--- config.mk ---
export PLATFORM = sky130hd
export DESIGN_NAME = clint_top
export DESIGN_NICKNAME = d
export VERILOG_FILES = /design/src/clint_pkg.sv /design/src/clint_axi_ctrl.sv /design/src/clint_regs.sv /design/src/clint_timer.sv /design/src/clint_top.sv
export SDC_FILE = /design/constraint.sdc
export NUM_CORES = 1
export LEC_CHECK = 0
export BUFFER_PORTS_ARGS = -buffer_cell sky130_fd_sc_hd__buf_2
export CORE_ASPECT_RATIO = 2
export CORE_UTILIZATION = 50
export CTS_BUF_LIST = sky130_fd_sc_hd__clkbuf_2
export CTS_CLUSTER_DIAMETER = 60
export DETAILED_ROUTE_END_ITERATION = 8
export PLACE_DENSITY = 0.74
export SYNTH_ARGS = -nofsm -noshare
export SYNTH_HDL_FRONTEND = slang
export SYNTH_SLANG_ARGS = --single-unit
export TNS_END_PERCENT = 1
--- constraint.sdc ---
create_clock -name clk_i -period 7.11 [get_ports clk_i]
set_input_delay 1.422 -clock clk_i [delete_from_list [all_inputs] [get_ports clk_i]]
set_output_delay 1.422 -clock clk_i [all_outputs]
set_load 0.02 [all_outputs]
--- src/clint_pkg.sv ---
// CLINT shared definitions
package clint_pkg;

  // bus and register widths
  typedef logic [63:0] clint_word_t;
  typedef logic [31:0] clint_addr_t;
  typedef logic [7:0]  clint_strb_t;
  typedef logic [1:0]  clint_resp_t;

  localparam clint_resp_t RESP_OKAY   = 2'b00;
  localparam clint_resp_t RESP_SLVERR = 2'b10;

  // offsets from the CLINT base address
  localparam clint_addr_t OFF_MSIP     = 32'h0000_0000;
  localparam clint_addr_t OFF_MTIMECMP = 32'h0000_4000;
  localparam clint_addr_t OFF_MTIME    = 32'h0000_bff8;

  localparam clint_word_t MTIMECMP_RESET = 64'h0000_0000_0001_0000;

  typedef enum logic [1:0] {
    SEL_NONE,
    SEL_MSIP,
    SEL_MTIMECMP,
    SEL_MTIME
  } clint_sel_e;

  // merge new data into an old word, byte lanes picked by strb
  function automatic clint_word_t byte_merge(
    input clint_word_t old_word,
    input clint_word_t new_word,
    input clint_strb_t strb
  );
    clint_word_t merged;
    merged = old_word;
    for (int i = 0; i < 8; i++) begin
      if (strb[i]) begin
        merged[i*8 +: 8] = new_word[i*8 +: 8];
      end
    end
    return merged;
  endfunction

endpackage

--- src/clint_axi_ctrl.sv ---
// CLINT AXI slave control
module clint_axi_ctrl
  import clint_pkg::*;
#(
  parameter int unsigned ID_WIDTH  = 4,
  parameter clint_addr_t BASE_ADDR = 32'h0200_0000
) (
  input  logic                clk_i,
  input  logic                rst_i,
  // write address
  input  logic                aw_valid_i,
  output logic                aw_ready_o,
  input  clint_addr_t         aw_addr_i,
  input  logic [ID_WIDTH-1:0] aw_id_i,
  // write data
  input  logic                w_valid_i,
  output logic                w_ready_o,
  input  clint_word_t         w_data_i,
  input  clint_strb_t         w_strb_i,
  input  logic                w_last_i,
  // write response
  output logic                b_valid_o,
  input  logic                b_ready_i,
  output clint_resp_t         b_resp_o,
  output logic [ID_WIDTH-1:0] b_id_o,
  // read address
  input  logic                ar_valid_i,
  output logic                ar_ready_o,
  input  clint_addr_t         ar_addr_i,
  input  logic [ID_WIDTH-1:0] ar_id_i,
  // read data
  output logic                r_valid_o,
  input  logic                r_ready_i,
  output clint_word_t         r_data_o,
  output clint_resp_t         r_resp_o,
  output logic                r_last_o,
  output logic [ID_WIDTH-1:0] r_id_o,
  // datapath
  output logic                wr_en_o,
  output clint_sel_e          wr_sel_o,
  output clint_word_t         wr_data_o,
  output clint_strb_t         wr_strb_o,
  output clint_sel_e          rd_sel_o,
  input  clint_word_t         rd_data_i
);

  typedef enum logic {
    R_IDLE,
    R_DATA
  } r_state_e;

  typedef enum logic [1:0] {
    W_IDLE,
    W_DATA,
    W_RESP
  } w_state_e;

  r_state_e            r_state_q;
  w_state_e            w_state_q;
  logic                ar_hs;
  logic                r_hs;
  logic                aw_hs;
  logic                w_hs;
  logic                b_hs;
  clint_sel_e          aw_sel;
  clint_sel_e          wr_sel_q;
  clint_word_t         r_data_q;
  clint_resp_t         r_resp_q;
  clint_resp_t         b_resp_q;
  logic [ID_WIDTH-1:0] r_id_q;
  logic [ID_WIDTH-1:0] b_id_q;

  // exact match only, anything else is unmapped
  function automatic clint_sel_e decode(input clint_addr_t addr);
    clint_sel_e sel;
    sel = SEL_NONE;
    if (addr == BASE_ADDR + OFF_MSIP) begin
      sel = SEL_MSIP;
    end else if (addr == BASE_ADDR + OFF_MTIMECMP) begin
      sel = SEL_MTIMECMP;
    end else if (addr == BASE_ADDR + OFF_MTIME) begin
      sel = SEL_MTIME;
    end
    return sel;
  endfunction

  assign ar_hs = ar_valid_i && ar_ready_o;
  assign r_hs  = r_valid_o && r_ready_i;
  assign aw_hs = aw_valid_i && aw_ready_o;
  assign w_hs  = w_valid_i && w_ready_o;
  assign b_hs  = b_valid_o && b_ready_i;

  assign rd_sel_o = decode(ar_addr_i);
  assign aw_sel   = decode(aw_addr_i);

  // read channel
  always_ff @(posedge clk_i) begin
    if (rst_i) begin
      r_state_q <= R_IDLE;
    end else begin
      case (r_state_q)
        R_IDLE: if (ar_hs) r_state_q <= R_DATA;
        R_DATA: if (r_hs) r_state_q <= R_IDLE;
        default: r_state_q <= R_IDLE;
      endcase
    end
  end

  // sample register contents at the ar handshake
  always_ff @(posedge clk_i) begin
    if (ar_hs) begin
      r_data_q <= rd_data_i;
      r_id_q   <= ar_id_i;
      r_resp_q <= (rd_sel_o == SEL_NONE) ? RESP_SLVERR : RESP_OKAY;
    end
  end

  assign ar_ready_o = (r_state_q == R_IDLE);
  assign r_valid_o  = (r_state_q == R_DATA);
  assign r_last_o   = r_valid_o;
  assign r_data_o   = r_data_q;
  assign r_resp_o   = r_resp_q;
  assign r_id_o     = r_id_q;

  // write channel
  always_ff @(posedge clk_i) begin
    if (rst_i) begin
      w_state_q <= W_IDLE;
    end else begin
      case (w_state_q)
        W_IDLE: if (aw_hs) w_state_q <= W_DATA;
        W_DATA: if (w_hs && w_last_i) w_state_q <= W_RESP;
        W_RESP: if (b_hs) w_state_q <= W_IDLE;
        default: w_state_q <= W_IDLE;
      endcase
    end
  end

  always_ff @(posedge clk_i) begin
    if (aw_hs) begin
      wr_sel_q <= aw_sel;
      b_id_q   <= aw_id_i;
      b_resp_q <= (aw_sel == SEL_NONE) ? RESP_SLVERR : RESP_OKAY;
    end
  end

  assign aw_ready_o = (w_state_q == W_IDLE);
  assign w_ready_o  = (w_state_q == W_DATA);
  assign b_valid_o  = (w_state_q == W_RESP);
  assign b_resp_o   = b_resp_q;
  assign b_id_o     = b_id_q;

  // every accepted beat writes, unmapped addresses never do
  assign wr_en_o   = w_hs && (wr_sel_q != SEL_NONE);
  assign wr_sel_o  = wr_sel_q;
  assign wr_data_o = w_data_i;
  assign wr_strb_o = w_strb_i;

endmodule

--- src/clint_regs.sv ---
// CLINT software interrupt and read mux
module clint_regs
  import clint_pkg::*;
(
  input  logic        clk_i,
  input  logic        rst_i,
  input  logic        wr_en_i,
  input  clint_sel_e  wr_sel_i,
  input  clint_word_t wr_data_i,
  input  clint_strb_t wr_strb_i,
  input  clint_sel_e  rd_sel_i,
  input  clint_word_t mtime_i,
  input  clint_word_t mtimecmp_i,
  output clint_word_t rd_data_o,
  output logic        soft_irq_o
);

  logic [31:0] msip_q;
  logic        msip_wr;
  clint_word_t msip_merged;
  logic        soft_irq_q;

  assign msip_wr = wr_en_i && (wr_sel_i == SEL_MSIP);

  // byte lane 0 carries the implemented bit
  assign msip_merged = byte_merge({32'b0, msip_q}, wr_data_i, wr_strb_i);

  // only bit 0 is implemented
  always_ff @(posedge clk_i) begin
    if (rst_i) begin
      msip_q <= '0;
    end else if (msip_wr) begin
      msip_q <= {31'b0, msip_merged[0]};
    end
  end

  always_ff @(posedge clk_i) begin
    if (rst_i) begin
      soft_irq_q <= 1'b0;
    end else begin
      soft_irq_q <= msip_q[0];
    end
  end

  assign soft_irq_o = soft_irq_q;

  // read data is zero when nothing is selected
  always_comb begin
    case (rd_sel_i)
      SEL_MSIP:     rd_data_o = {32'b0, msip_q};
      SEL_MTIMECMP: rd_data_o = mtimecmp_i;
      SEL_MTIME:    rd_data_o = mtime_i;
      default:      rd_data_o = '0;
    endcase
  end

endmodule

--- src/clint_timer.sv ---
// CLINT machine timer
module clint_timer
  import clint_pkg::*;
#(
  parameter int unsigned TICK_DIV = 1
) (
  input  logic        clk_i,
  input  logic        rst_i,
  input  logic        wr_en_i,
  input  clint_sel_e  wr_sel_i,
  input  clint_word_t wr_data_i,
  input  clint_strb_t wr_strb_i,
  output clint_word_t mtime_o,
  output clint_word_t mtimecmp_o,
  output logic        timer_irq_o
);

  // at least one bit even when every cycle ticks
  localparam int unsigned CNT_W = (TICK_DIV > 1) ? $clog2(TICK_DIV) : 1;
  localparam logic [CNT_W-1:0] CNT_LAST = CNT_W'(TICK_DIV - 1);

  logic [CNT_W-1:0] div_cnt_q;
  logic             tick;
  logic             mtime_wr;
  logic             mtimecmp_wr;
  clint_word_t      mtime_q;
  clint_word_t      mtimecmp_q;
  logic             timer_irq_q;

  assign tick        = (div_cnt_q == CNT_LAST);
  assign mtime_wr    = wr_en_i && (wr_sel_i == SEL_MTIME);
  assign mtimecmp_wr = wr_en_i && (wr_sel_i == SEL_MTIMECMP);

  // prescaler
  always_ff @(posedge clk_i) begin
    if (rst_i || tick) begin
      div_cnt_q <= '0;
    end else begin
      div_cnt_q <= div_cnt_q + 1'b1;
    end
  end

  // bus write wins over the tick
  always_ff @(posedge clk_i) begin
    if (rst_i) begin
      mtime_q <= '0;
    end else if (mtime_wr) begin
      mtime_q <= byte_merge(mtime_q, wr_data_i, wr_strb_i);
    end else if (tick) begin
      mtime_q <= mtime_q + 64'd1;
    end
  end

  always_ff @(posedge clk_i) begin
    if (rst_i) begin
      mtimecmp_q <= MTIMECMP_RESET;
    end else if (mtimecmp_wr) begin
      mtimecmp_q <= byte_merge(mtimecmp_q, wr_data_i, wr_strb_i);
    end
  end

  always_ff @(posedge clk_i) begin
    if (rst_i) begin
      timer_irq_q <= 1'b0;
    end else begin
      timer_irq_q <= (mtime_q >= mtimecmp_q);
    end
  end

  assign mtime_o     = mtime_q;
  assign mtimecmp_o  = mtimecmp_q;
  assign timer_irq_o = timer_irq_q;

endmodule

--- src/clint_top.sv ---
// CLINT top level
module clint_top
  import clint_pkg::*;
#(
  parameter int unsigned ID_WIDTH  = 4,
  parameter clint_addr_t BASE_ADDR = 32'h0200_0000,
  parameter int unsigned TICK_DIV  = 1
) (
  input  logic                clk_i,
  input  logic                rst_i,
  input  logic                aw_valid_i,
  output logic                aw_ready_o,
  input  clint_addr_t         aw_addr_i,
  input  logic [ID_WIDTH-1:0] aw_id_i,
  input  logic                w_valid_i,
  output logic                w_ready_o,
  input  clint_word_t         w_data_i,
  input  clint_strb_t         w_strb_i,
  input  logic                w_last_i,
  output logic                b_valid_o,
  input  logic                b_ready_i,
  output clint_resp_t         b_resp_o,
  output logic [ID_WIDTH-1:0] b_id_o,
  input  logic                ar_valid_i,
  output logic                ar_ready_o,
  input  clint_addr_t         ar_addr_i,
  input  logic [ID_WIDTH-1:0] ar_id_i,
  output logic                r_valid_o,
  input  logic                r_ready_i,
  output clint_word_t         r_data_o,
  output clint_resp_t         r_resp_o,
  output logic                r_last_o,
  output logic [ID_WIDTH-1:0] r_id_o,
  // interrupts to the hart
  output logic                soft_irq_o,
  output logic                timer_irq_o
);

  logic        wr_en;
  clint_sel_e  wr_sel;
  clint_word_t wr_data;
  clint_strb_t wr_strb;
  clint_sel_e  rd_sel;
  clint_word_t rd_data;
  clint_word_t mtime;
  clint_word_t mtimecmp;

  clint_axi_ctrl #(
    .ID_WIDTH  (ID_WIDTH),
    .BASE_ADDR (BASE_ADDR)
  ) u_ctrl (
    .clk_i      (clk_i),
    .rst_i      (rst_i),
    .aw_valid_i (aw_valid_i),
    .aw_ready_o (aw_ready_o),
    .aw_addr_i  (aw_addr_i),
    .aw_id_i    (aw_id_i),
    .w_valid_i  (w_valid_i),
    .w_ready_o  (w_ready_o),
    .w_data_i   (w_data_i),
    .w_strb_i   (w_strb_i),
    .w_last_i   (w_last_i),
    .b_valid_o  (b_valid_o),
    .b_ready_i  (b_ready_i),
    .b_resp_o   (b_resp_o),
    .b_id_o     (b_id_o),
    .ar_valid_i (ar_valid_i),
    .ar_ready_o (ar_ready_o),
    .ar_addr_i  (ar_addr_i),
    .ar_id_i    (ar_id_i),
    .r_valid_o  (r_valid_o),
    .r_ready_i  (r_ready_i),
    .r_data_o   (r_data_o),
    .r_resp_o   (r_resp_o),
    .r_last_o   (r_last_o),
    .r_id_o     (r_id_o),
    .wr_en_o    (wr_en),
    .wr_sel_o   (wr_sel),
    .wr_data_o  (wr_data),
    .wr_strb_o  (wr_strb),
    .rd_sel_o   (rd_sel),
    .rd_data_i  (rd_data)
  );

  clint_timer #(
    .TICK_DIV (TICK_DIV)
  ) u_timer (
    .clk_i       (clk_i),
    .rst_i       (rst_i),
    .wr_en_i     (wr_en),
    .wr_sel_i    (wr_sel),
    .wr_data_i   (wr_data),
    .wr_strb_i   (wr_strb),
    .mtime_o     (mtime),
    .mtimecmp_o  (mtimecmp),
    .timer_irq_o (timer_irq_o)
  );

  clint_regs u_regs (
    .clk_i      (clk_i),
    .rst_i      (rst_i),
    .wr_en_i    (wr_en),
    .wr_sel_i   (wr_sel),
    .wr_data_i  (wr_data),
    .wr_strb_i  (wr_strb),
    .rd_sel_i   (rd_sel),
    .mtime_i    (mtime),
    .mtimecmp_i (mtimecmp),
    .rd_data_o  (rd_data),
    .soft_irq_o (soft_irq_o)
  );

endmodule
Word-level counts from Yosys, hierarchy flattened

Cells that the tools add are included.

Add/sub/neg operators: 2
Magnitude comparators: 1
Equality and inequality tests: 26
Muxes and demuxes: 26
Bitwise operators: 2
Reductions and logical operators: 33

Operator list:

| cell                    | number |
|---|---|
| $eq A32 B26 Y1 const B  | 6 |
| $pmux W64 S3            | 1 |
| $mux W64                | 2 |
| $add A64 B1 Y64 const B | 1 |
| $ge A64 B64 Y1          | 1 |
| $mux W8                 | 8 |
| $reduce_and A2 Y1       | 17 |
| $ne A2 B2 Y1 const B    | 12 |
| $mux W2                 | 11 |
| $eq A2 B2 Y1 const B    | 5 |
| $logic_and A1 B1 Y1     | 10 |
| $eq A2 B1 Y1 const B    | 3 |
| $logic_not A2 Y1        | 3 |
| $pmux W2 S3             | 1 |
| $reduce_and A3 Y1       | 1 |
| $mux W1                 | 2 |
| $not A1 Y1              | 2 |
| $pmux W1 S2             | 1 |
| $reduce_bool A2 Y1      | 1 |
| $add A1 B1 Y1 const B   | 1 |
| $logic_or A1 B1 Y1      | 1 |

Bits in registers: 213
Output and inout port bits: 84
Word-level logic and storage cells: 118

Depth between registers and ports, before layout

Gate-level depths: netlist of the first run.

Depth after elaboration: 6
Depth in mapped cells: 9

Modules after synthesis

A second synthesis of the first run with hierarchy kept.

Cell total of the unflattened synthesis: 1393
Area total of the unflattened synthesis: 12315.6 µm²

Modules (own cells, without submodules):

| module         | times used | cells each | area an instance (µm²) |
|---|---|---|---|
| clint_timer    | 1          | 1031       | 7807.5 |
| clint_axi_ctrl | 1          | 213        | 3258.1 |
| clint_regs     | 1          | 149        | 1249.9 |

Worst setup path before layout of the first run

No wires, ideal clock.

Path type: input -> register
From: input ar_valid_i
To: register u_ctrl.r_data_q[0] (netlist: u_ctrl.r_data_o[0]), enable pin
Library setup time: 503 ps
Arrival time: 4450 ps
Data required time: 6607 ps
Setup slack: 2157 ps
Cell stages on the path: 1
Cell sequence: nor2b_1

Longest elaborated chain between the ends: 1

RTL lines:

| element              | RTL line              | RTL |
|---|---|---|
| from (decl)          | clint_top.sv:24       | `input logic ar_valid_i,` |
| $logic_and A1 B1 Y1  | clint_axi_ctrl.sv:87  | `assign ar_hs = ar_valid_i && ar_ready_o;` |
| to (signal assigned) | clint_axi_ctrl.sv:112 | `r_data_q <= rd_data_i;` |
| to (decl)            | clint_axi_ctrl.sv:67  | `clint_word_t r_data_q;` |

No other way between the ends.
A chain may end at the register's enable or synchronous reset.

Final worst setup path of the first run

From: input w_valid_i
To: register u_timer.mtime_q[23] (netlist: u_timer.mtime_o[23])

Longest elaborated chain between the ends: 5

RTL lines:

| element                     | RTL line              | RTL |
|---|---|---|
| from (decl)                 | clint_top.sv:15       | `input logic w_valid_i,` |
| $logic_and A1 B1 Y1 *       | clint_axi_ctrl.sv:90  | `assign w_hs = w_valid_i && w_ready_o;` |
| $logic_and A1 B1 Y1 *       | clint_axi_ctrl.sv:154 | `assign wr_en_o = w_hs && (wr_sel_q != SEL_NONE);` |
| $logic_and A1 B1 Y1 *       | clint_timer.sv:31     | `assign mtime_wr = wr_en_i && (wr_sel_i == SEL_MTIME);` |
| $ne A2 B2 Y1 (no line)      | n/a                   |  |
| $reduce_and A2 Y1 (no line) | n/a                   |  |
| to (signal assigned)        | clint_timer.sv:48     | `mtime_q <= byte_merge(mtime_q, wr_data_i, wr_strb_i);` |
| to (signal assigned)        | clint_timer.sv:50     | `mtime_q <= mtime_q + 64'd1;` |
| to (decl)                   | clint_timer.sv:26     | `clint_word_t mtime_q;` |

Every way passes the cells marked *; elsewhere a longest branch is shown, timed or not.

==> summary.md, run 1 <==
| Metric | Value |
|---|---|
| Async SR Flop Fraction | 0% |
| CP Class | in2reg |
| Final ANT Viol Nets | 0 |
| Setup_tns | 0 ns |
| Max Clk Rate | 0.280 GHz |
| CP Capture Type | flip-flop |
| Detailed Route Iter0 Violations | 549 |
| I/O Pins | 236 |
| DP Wirelength | 25500 um |
| Worst Clk Skew | 0.0493 ns |
| Most frequent cells in the layout | 232 x buf_2, 213 x nand2_1, 135 x dfxtp_1, 115 x a21oi_1, 80 x inv_1 |
| Vias | approximately 11k |
| WP buf/inv | 1 |
| Final Non-Filler Cells | 1812 |
| CP max stage delay | 1.11 ns |
| Layout cell share with drive strength beyond 1 | approximately 22% |
| Worst path cell trace | buf_2 -> and4b_1 -> nand2_1 -> o21ai_0 -> a21oi_1 -> a211oi_1 |
| Flop2flop setup slack | 3.81 ns |
| First-pass GRT wire length | 55900 um |
| Initial core utilization | 50.9% |
| Via/cell ratio | around 6.1 |
| Status | complete, no violations |
| Hold Vio Cnt, Final | 0 |
| Syn Std Cell Area | 11200 um^2 |
| Hold WC Path Type | reg2reg |
| Fill count | between 2k and 2.5k |
| Worst-path clk slew | 0.13 ns |
| Die width | 108 um |
| # DRC | 0 |
| Worst r2r path cells | 5 |
| Crit path depth | 6 |
| Sequential fraction of the synthesis area | around 44% |
| Placeable Area | ~22000 um^2 |
| Total GRT Usage | a little under a third |
| Minimum clock period | 3.57 ns |
| Number of synthesized flops with an enable pin | 76 |
| Area growth, synth to finish | 16.0% |
| Port bufs | 233 |
| Gp weighted congestion | about 0.95 |
| Placed Cells | approximately 1.7k |
| Vias in the first global route | 11.0k |
| Hold bufs inserted after CTS | 0 |
| Slew @ Worst Pin | about 1.2 ns |
| RSZ-0062 raised after global routing | false |
| Setup violators final | 0 |
| Worst-path cell with the longest stage delay | o21ai_0 |
| Total wire length | 35700 um |
| TritonCTS clock tree | done |
| WL per Instance | 19.7 um |
| Die H | 214 um |
| Worst r2r src | u_ctrl.w_state_q[0] |
| Largest net degree at the start of global routing | 73 |
| Post-synthesis cell type count | 72 |
| RR Endpoint | u_timer.mtime_o[23] |
| Layout Nets | 1711 |
| Commonest non-fill, non-tap cell in the layout | buf_2 |
| Clock root cell | clkbuf_2 |
| Type of origin of the critical path | primary input |
| Cells after synthesis | 1269 |
| # H-tree levels | 2 |
| Congestion Overflow GR | 0 |
| Synthesis-stage register bit count | 211 |
| CP Capture Point | u_timer.mtime_o[23] |
| Initial antenna violation count | 3 |
| Worst-path fanout max | 19 |
| Peak supply drop | 0.102 mV |
| Num CTS Buffers | 49 |
| Clock tree buffer depth | 3 |
| Final Max Slew Viols | 0 |
| Ys flop type | dfxtp_1 |
| DIE AREA | around 23000 um^2 |
| Ys Warns | 0 |
| Fin crit share | 50.2% |
| # resized after CTS | 0 |
| Largest delay share family, worst path | compound AO/OA/AOI/OAI gates |
| Worst EP arrival | 4.32 ns |
| Pre-antenna DRT Iters | 5 |
| CP required | 7.86 ns |
| Synth Area per Inst | 8.85 um^2 |
| Crit. Startpoint | w_valid_i |
| Pleak | 5.11 nW |
| Setup bufs post-CTS | 0 |
| CTS Sinks | approximately 210 |
| Rows | 77 |
| Slew headroom | 19.1% |
| Max-cap viol count | 0 |
| Power Dens Cells | 179 nW/um^2 |
| Insertion delay to the later sink of the worst-skew pair | 0.84 ns |
==> worst register-to-register path, cell delays in order, from the launching register on <==
cell	delay, ns
dfxtp_1	0.44
and4b_1	0.69
nand2_1	0.59
o21ai_0	1.11
a21oi_1	0.16
a211oi_1	0.26
==> sequential cells by signal, indices dropped and copies added, names as in the netlist, 2 cells and up <==
name	count
u_ctrl.w_state_q	2
u_ctrl.r_id_o	4
u_timer.mtime_o	64
u_ctrl.b_id_o	4
u_ctrl.r_data_o	64
u_ctrl.wr_sel_o	2
u_timer.mtimecmp_o	64
==> stage by stage <==
step	setup slack, ns	total power [mW]	utilization [%]	hold WS (ns)	cell area (um^2)
after floorplan	2.16	1.43	-	0.450	11200
after global placement	2.86	1.54	57.0	0.457	12600
after detailed placement	2.79	1.54	57.0	0.461	12600
after CTS	3.67	2.34	59.0	0.475	13000
after global routing	3.33	2.42	59.0	0.497	13000
final	3.54	2.33	59.0	0.475	13000
==> logic make-up after synthesis <==
group,count (synthesis),synth area share [%]
AOI/OAI and AO/OA,343,20.8
adders and majority gates,65,7.24
buffers and inverters,148,5.13
DFF,211,44.4
muxes,10,0.925
other,1,0.0334
and+or+nand+nor,491,21.5
==> cell usage after synthesis (all sizes together) (12+ instances only) <==
cell type,n,area [um^2]
a22o,63,552
edfxtp,76,2280
and3,33,208
nor4,38,268
nor2,67,251
o21ai,38,190
nor3,25,125
a21oi,116,581
dfxtp,135,2700
nand3,34,170
a31oi,12,75.1
and4,17,151
inv,80,300
nand4,33,213
nand2,214,806
ha,65,813
clkbuf,60,225
a211oi,30,225
==> cell type report <==
class                      instances  area [um^2]  share of cell area (%)
antenna                            4         10.0                  0.0768
clock buffer                      74          370                    2.84
clock inverter                    15         82.6                   0.634
inverter                          80          300                    2.31
multi-input combinational        912         5710                    43.9
sequential                       211         4980                    38.3
tap                              276          345                    2.65
timing repair buffer             240         1220                    9.37
==> power breakdown <==
group | leakage (nW) | internal [mW] | switching (mW) | total [mW]
clock | 0.343 | 0.312 | 0.498 | 0.809
sequential | 1.84 | 1.28 | 0.0170 | 1.30
combinational | 2.93 | 0.0748 | 0.147 | 0.222
==> metal layers <==
metal | GRT usage (%) | part of all wire, % | wire [um] | up-vias
met2 | 56.3 | 53 | 19000 | 523
met1 | 31.1 | 33 | 11900 | 5178
met4 | 22.7 | 7.3 | 2620 | 0
met5 | 0 | 0 | 0 | -
met3 | 4.69 | 6.0 | 2150 | 161
li1 | - | - | - | 5219
==> worst min path at each step <==
stage / startpoint / end / slack, ns / cells past startpoint
after floorplan: u_timer.mtimecmp_o[10] / u_timer.mtimecmp_o[10] / 0.45 / 2
after detailed placement: u_timer.mtimecmp_o[59] / u_timer.mtimecmp_o[59] / 0.46 / 2
final: u_timer.mtimecmp_o[60] / u_timer.mtimecmp_o[60] / 0.47 / 2
after CTS: u_timer.mtimecmp_o[59] / u_timer.mtimecmp_o[59] / 0.48 / 2
after global placement: u_timer.mtimecmp_o[31] / u_timer.mtimecmp_o[31] / 0.46 / 2
after global routing: u_timer.mtimecmp_o[14] / u_timer.mtimecmp_o[14] / 0.50 / 2
Power figures use the tool's default switching activity.
==> run 2, diff against run 1 <==
--- a/config.mk
+++ b/config.mk
@@ -5,13 +5,14 @@
 export SDC_FILE = /design/constraint.sdc
 export NUM_CORES = 1
 export LEC_CHECK = 0
+export ABC_AREA = 1
 export BUFFER_PORTS_ARGS = -buffer_cell sky130_fd_sc_hd__buf_2
 export CORE_ASPECT_RATIO = 2
 export CORE_UTILIZATION = 50
 export CTS_BUF_LIST = sky130_fd_sc_hd__clkbuf_2
 export CTS_CLUSTER_DIAMETER = 60
 export DETAILED_ROUTE_END_ITERATION = 8
-export PLACE_DENSITY = 0.74
+export PLACE_DENSITY = 0.73
 export SYNTH_ARGS = -nofsm -noshare
 export SYNTH_HDL_FRONTEND = slang
 export SYNTH_SLANG_ARGS = --single-unit
==> constraint.sdc (replaced) <==
create_clock -name clk_i -period 3.4 [get_ports clk_i]
set_input_delay 0.68 -clock clk_i [delete_from_list [all_inputs] [get_ports clk_i]]
set_output_delay 0.68 -clock clk_i [all_outputs]
set_load 0.02 [all_outputs]
==> run 2 against run 1 <==
Hold slack got worse by 0.41 ns; clock-buffer cell count rose by 1; power rose by 120%; largest power group unchanged.
==> summary.md, run 2 <==
| Metric | Value |
|---|---|
| Status | complete, no violations (unchanged) |
| Post-synth top cells | 378 x nand2_1, 251 x nor2_1, 214 x inv_1 (was 213 x nand2_1, 135 x dfxtp_1, 116 x a21oi_1) |
| Final Max Slew Viols | 0 (unchanged) |
| Die H | 228 um (was 214 um) |
| Top-area cell type share of the netlist area | 21.1% (was 24.1%) |
| Async SR Flop Fraction | 0% (unchanged) |
| # H-tree levels | 2 (unchanged) |
| Post-synthesis cell type count | 46 (was 72) |
| Max-cap viol count | 0 (unchanged) |
| Number of synthesized flops with an enable pin | 76 (unchanged) |
| Clock root cell | clkbuf_2 (unchanged) |
| Via/cell ratio | 5.64 (was 6.12) |
| DRT met1 WL | 15200 um (was 11900 um) |
| Setup_tns | 0 ns (unchanged) |
| CP required | 4.19 ns (was 7.86 ns) |
| Register area | 4980 um^2 (unchanged) |
| Slew @ Worst Pin | 1.11 ns (was 1.20 ns) |
| Final setup margin | 0.769 ns (was 3.54 ns) |
| Max Used Layer | met4 (unchanged) |
| RSZ-0062 raised after global routing | false (unchanged) |
| Congestion Overflow GR | 0 (unchanged) |
| Met3 WL | 2290 um (was 2150 um) |
| Peak supply drop | 0.251 mV (was 0.102 mV) |
| Area leader, netlist | dfxtp_1 (unchanged) |
| Setup violators final | 0 (unchanged) |
| Total wire length | 47200 um (was 35700 um) |
| First-pass GRT wire length | 72000 um (was 55900 um) |
| I/O Pins | 236 (unchanged) |
| Vias | 13.8k (was 11.1k) |
| Most frequent cells in the layout | 378 x nand2_1, 251 x nor2_1, 233 x buf_2, 211 x inv_1, 194 x o21ai_0 (was 232 x buf_2, 213 x nand2_1, 135 x dfxtp_1, 115 x a21oi_1, 80 x inv_1) |
| Total GRT Usage | 36.1% (was 31.1%) |
| CP Capture Type | flip-flop (unchanged) |
| Vias in the first global route | 13.6k (was 11.0k) |
| Placeable Area | 25100 um^2 (was 22100 um^2) |
| Area contributors post-synth | dfxtp_1 21%, edfxtp_1 18%, nand2_1 11%, o21ai_0 7.6%, nor2_1 7.4% (was dfxtp_1 24%, edfxtp_1 20%, ha_1 7.2%, nand2_1 7.1%, a21oi_1 5.2%) |
| Rows | 82 (was 77) |
| Worst-path fanout max | 6 (was 19) |
| Top-count cell post-synth | nand2_1 (unchanged) |
| Power Dens Cells | 352 nW/um^2 (was 179 nW/um^2) |
| Minimum clock period | 2.63 ns |
| # DRC | 0 (unchanged) |
| Metal2 WL | 25400 um (was 19000 um) |
| Pleak | 6.19 nW (was 5.11 nW) |
| Area of the multi-input gates | 6690 um^2 (was 5710 um^2) |
| Clock tree buffer depth | 3 (unchanged) |
| Port bufs | 233 (unchanged) |
| Hold Crit Depth | 4 (was 2) |
| Die width | 115 um (was 108 um) |
| Power after layout | 5.21 mW (was 2.33 mW) |
| CTS Sinks | 211 (unchanged) |
| Cells after synthesis | 1828 (was 1269) |
| Commonest non-fill, non-tap cell in the layout | nand2_1 (was buf_2) |
| Fill count | 2510 (was 2100) |
| Post-DP Area | 14300 um^2 (was 12600 um^2) |
| Final ANT Viol Nets | 0 (unchanged) |
| Layout cell share with drive strength beyond 1 | 17.1% (was 22.3%) |
| WL per Instance | 19.4 um (was 19.7 um) |
| Worst Clk Skew | 0.0398 ns (was 0.0493 ns) |
| # resized after CTS | 0 (unchanged) |
| Num CTS Buffers | 49 (unchanged) |
| Pre-antenna DRT Iters | 8 (was 5) |
| Area growth, synth to finish | 15.6% (was 16.0%) |
| Layout Nets | 2282 (was 1711) |
| Post-place setup slack | 0.674 ns (was 2.79 ns) |
| Type of origin of the critical path | flip-flop (was primary input) |
| Initial antenna violation count | 1 (was 3) |
| Initial core utilization | 51.0% (was 50.9%) |
| Setup bufs post-CTS | 0 (unchanged) |
| Sequential fraction of the synthesis area | 38.9% (was 44.4%) |
| Hold Vio Cnt, Final | 0 (unchanged) |
| Largest net degree at the start of global routing | 103 (was 73) |
| Max Clk Rate | 0.380 GHz |
| Hold WC Path Type | in2reg (was reg2reg) |
| Hold bufs inserted after CTS | 8 (was 0) |
| Insertion delay to the later sink of the worst-skew pair | 0.89 ns (was 0.84 ns) |
| Post-route cell area | 14800 um^2 (was 13000 um^2) |
| Worst r2r path cells | 12 (was 5) |
| DIE AREA | 26300 um^2 (was 23100 um^2) |
| Worst-path clk slew | 0.12 ns (was 0.13 ns) |
| Placed Cells | 2342 (was 1719) |
| Synthesis-stage register bit count | 211 (unchanged) |
| Synth Area per Inst | 7.01 um^2 (was 8.85 um^2) |
| Fin crit share | between 70 and 80% |
| Gp weighted congestion | 1.00 (was 0.949) |
| TritonCTS clock tree | done (unchanged) |
| DP Wirelength | 36200 um (was 25500 um) |
| Ys flop type | dfxtp_1 (unchanged) |
| Ys Warns | 0 (unchanged) |
| CP Class | reg2reg (was in2reg) |
| Slew headroom | 26.1% (was 19.1%) |
| Final Non-Filler Cells | 2440 (was 1812) |
| Syn Std Cell Area | 12800 um^2 (was 11200 um^2) |
| Worst EP arrival | 3.42 ns (was 4.32 ns) |
| Detailed Route Iter0 Violations | 913 (was 549) |
==> run 2: path summary, 6_finish.rpt <==
| check | slack [ns] | from | endpoint |
|---|---|---|---|
| hold reg to reg | 0.48 | u_timer.mtimecmp_o[62] | u_timer.mtimecmp_o[62] |
| setup / recovery | 0.77 | u_timer.mtime_o[1] | u_timer.mtime_o[42] |
| hold / removal | 0.06 | b_ready_i | u_ctrl.w_state_q[1] |
| setup reg to reg | 0.77 | u_timer.mtime_o[1] | u_timer.mtime_o[42] |
==> run 2: logic make-up (layout without fill, tap and decap cells) <==
family          after synthesis  count (layout)  share of synthesized area, %
simple gates                875             875                          29.9
compound gates              381             381                          15.7
buf+inv                     294             567                          9.07
flops                       211             211                          38.9
fa+ha+maj                    65              65                          6.35
other cells                   1               4                        0.0293
xor+xnor                      1               1                        0.0684
==> run 2: layout make-up <==
class	count	area share [%]
timing repair buffer	258	9.62
antenna	1	0.0169
clock inverter	14	0.541
tap	336	2.84
inverter	220	5.60
clock buffer	75	2.53
multi-input combinational	1325	45.2
sequential	211	33.7
==> run 2: per-layer routing <==
metal,vias to the layer above,global-route usage [%]
li1,6627,-
met1,6348,33.4
met2,582,67.8
met3,209,4.64
met4,0,30.2
met5,-,0
==> run 2: report_power, final <==
part	total (mW)	switching [mW]	internal, mW	leakage [nW]
sequential	2.76	0.0615	2.69	1.85
clock	1.75	1.09	0.658	0.348
combinational	0.700	0.461	0.239	4.00
==> run 2: through the flow <==
stage | hold slack (ns) | utilization [%]
after global routing | 0.0451 | 58.9
after global placement | 0.460 | 56.8
after CTS | 0.00523 | 58.9
final | 0.0646 | 58.9
after floorplan | 0.425 | -
after detailed placement | 0.465 | 56.8
==> run 2: worst max-delay path: stages, from the launching register on <==
cell and delay, ns:
dfxtp_1 0.47, ha_1 0.28, nand2_1 0.10, nor2_2 0.26
nand2_1 0.15, inv_1 0.19, nand2_1 0.15, nor3_1 0.42
buf_4 0.21, nand2_1 0.05, nand3_1 0.07, nand2_1 0.05
nor2_1 0.15
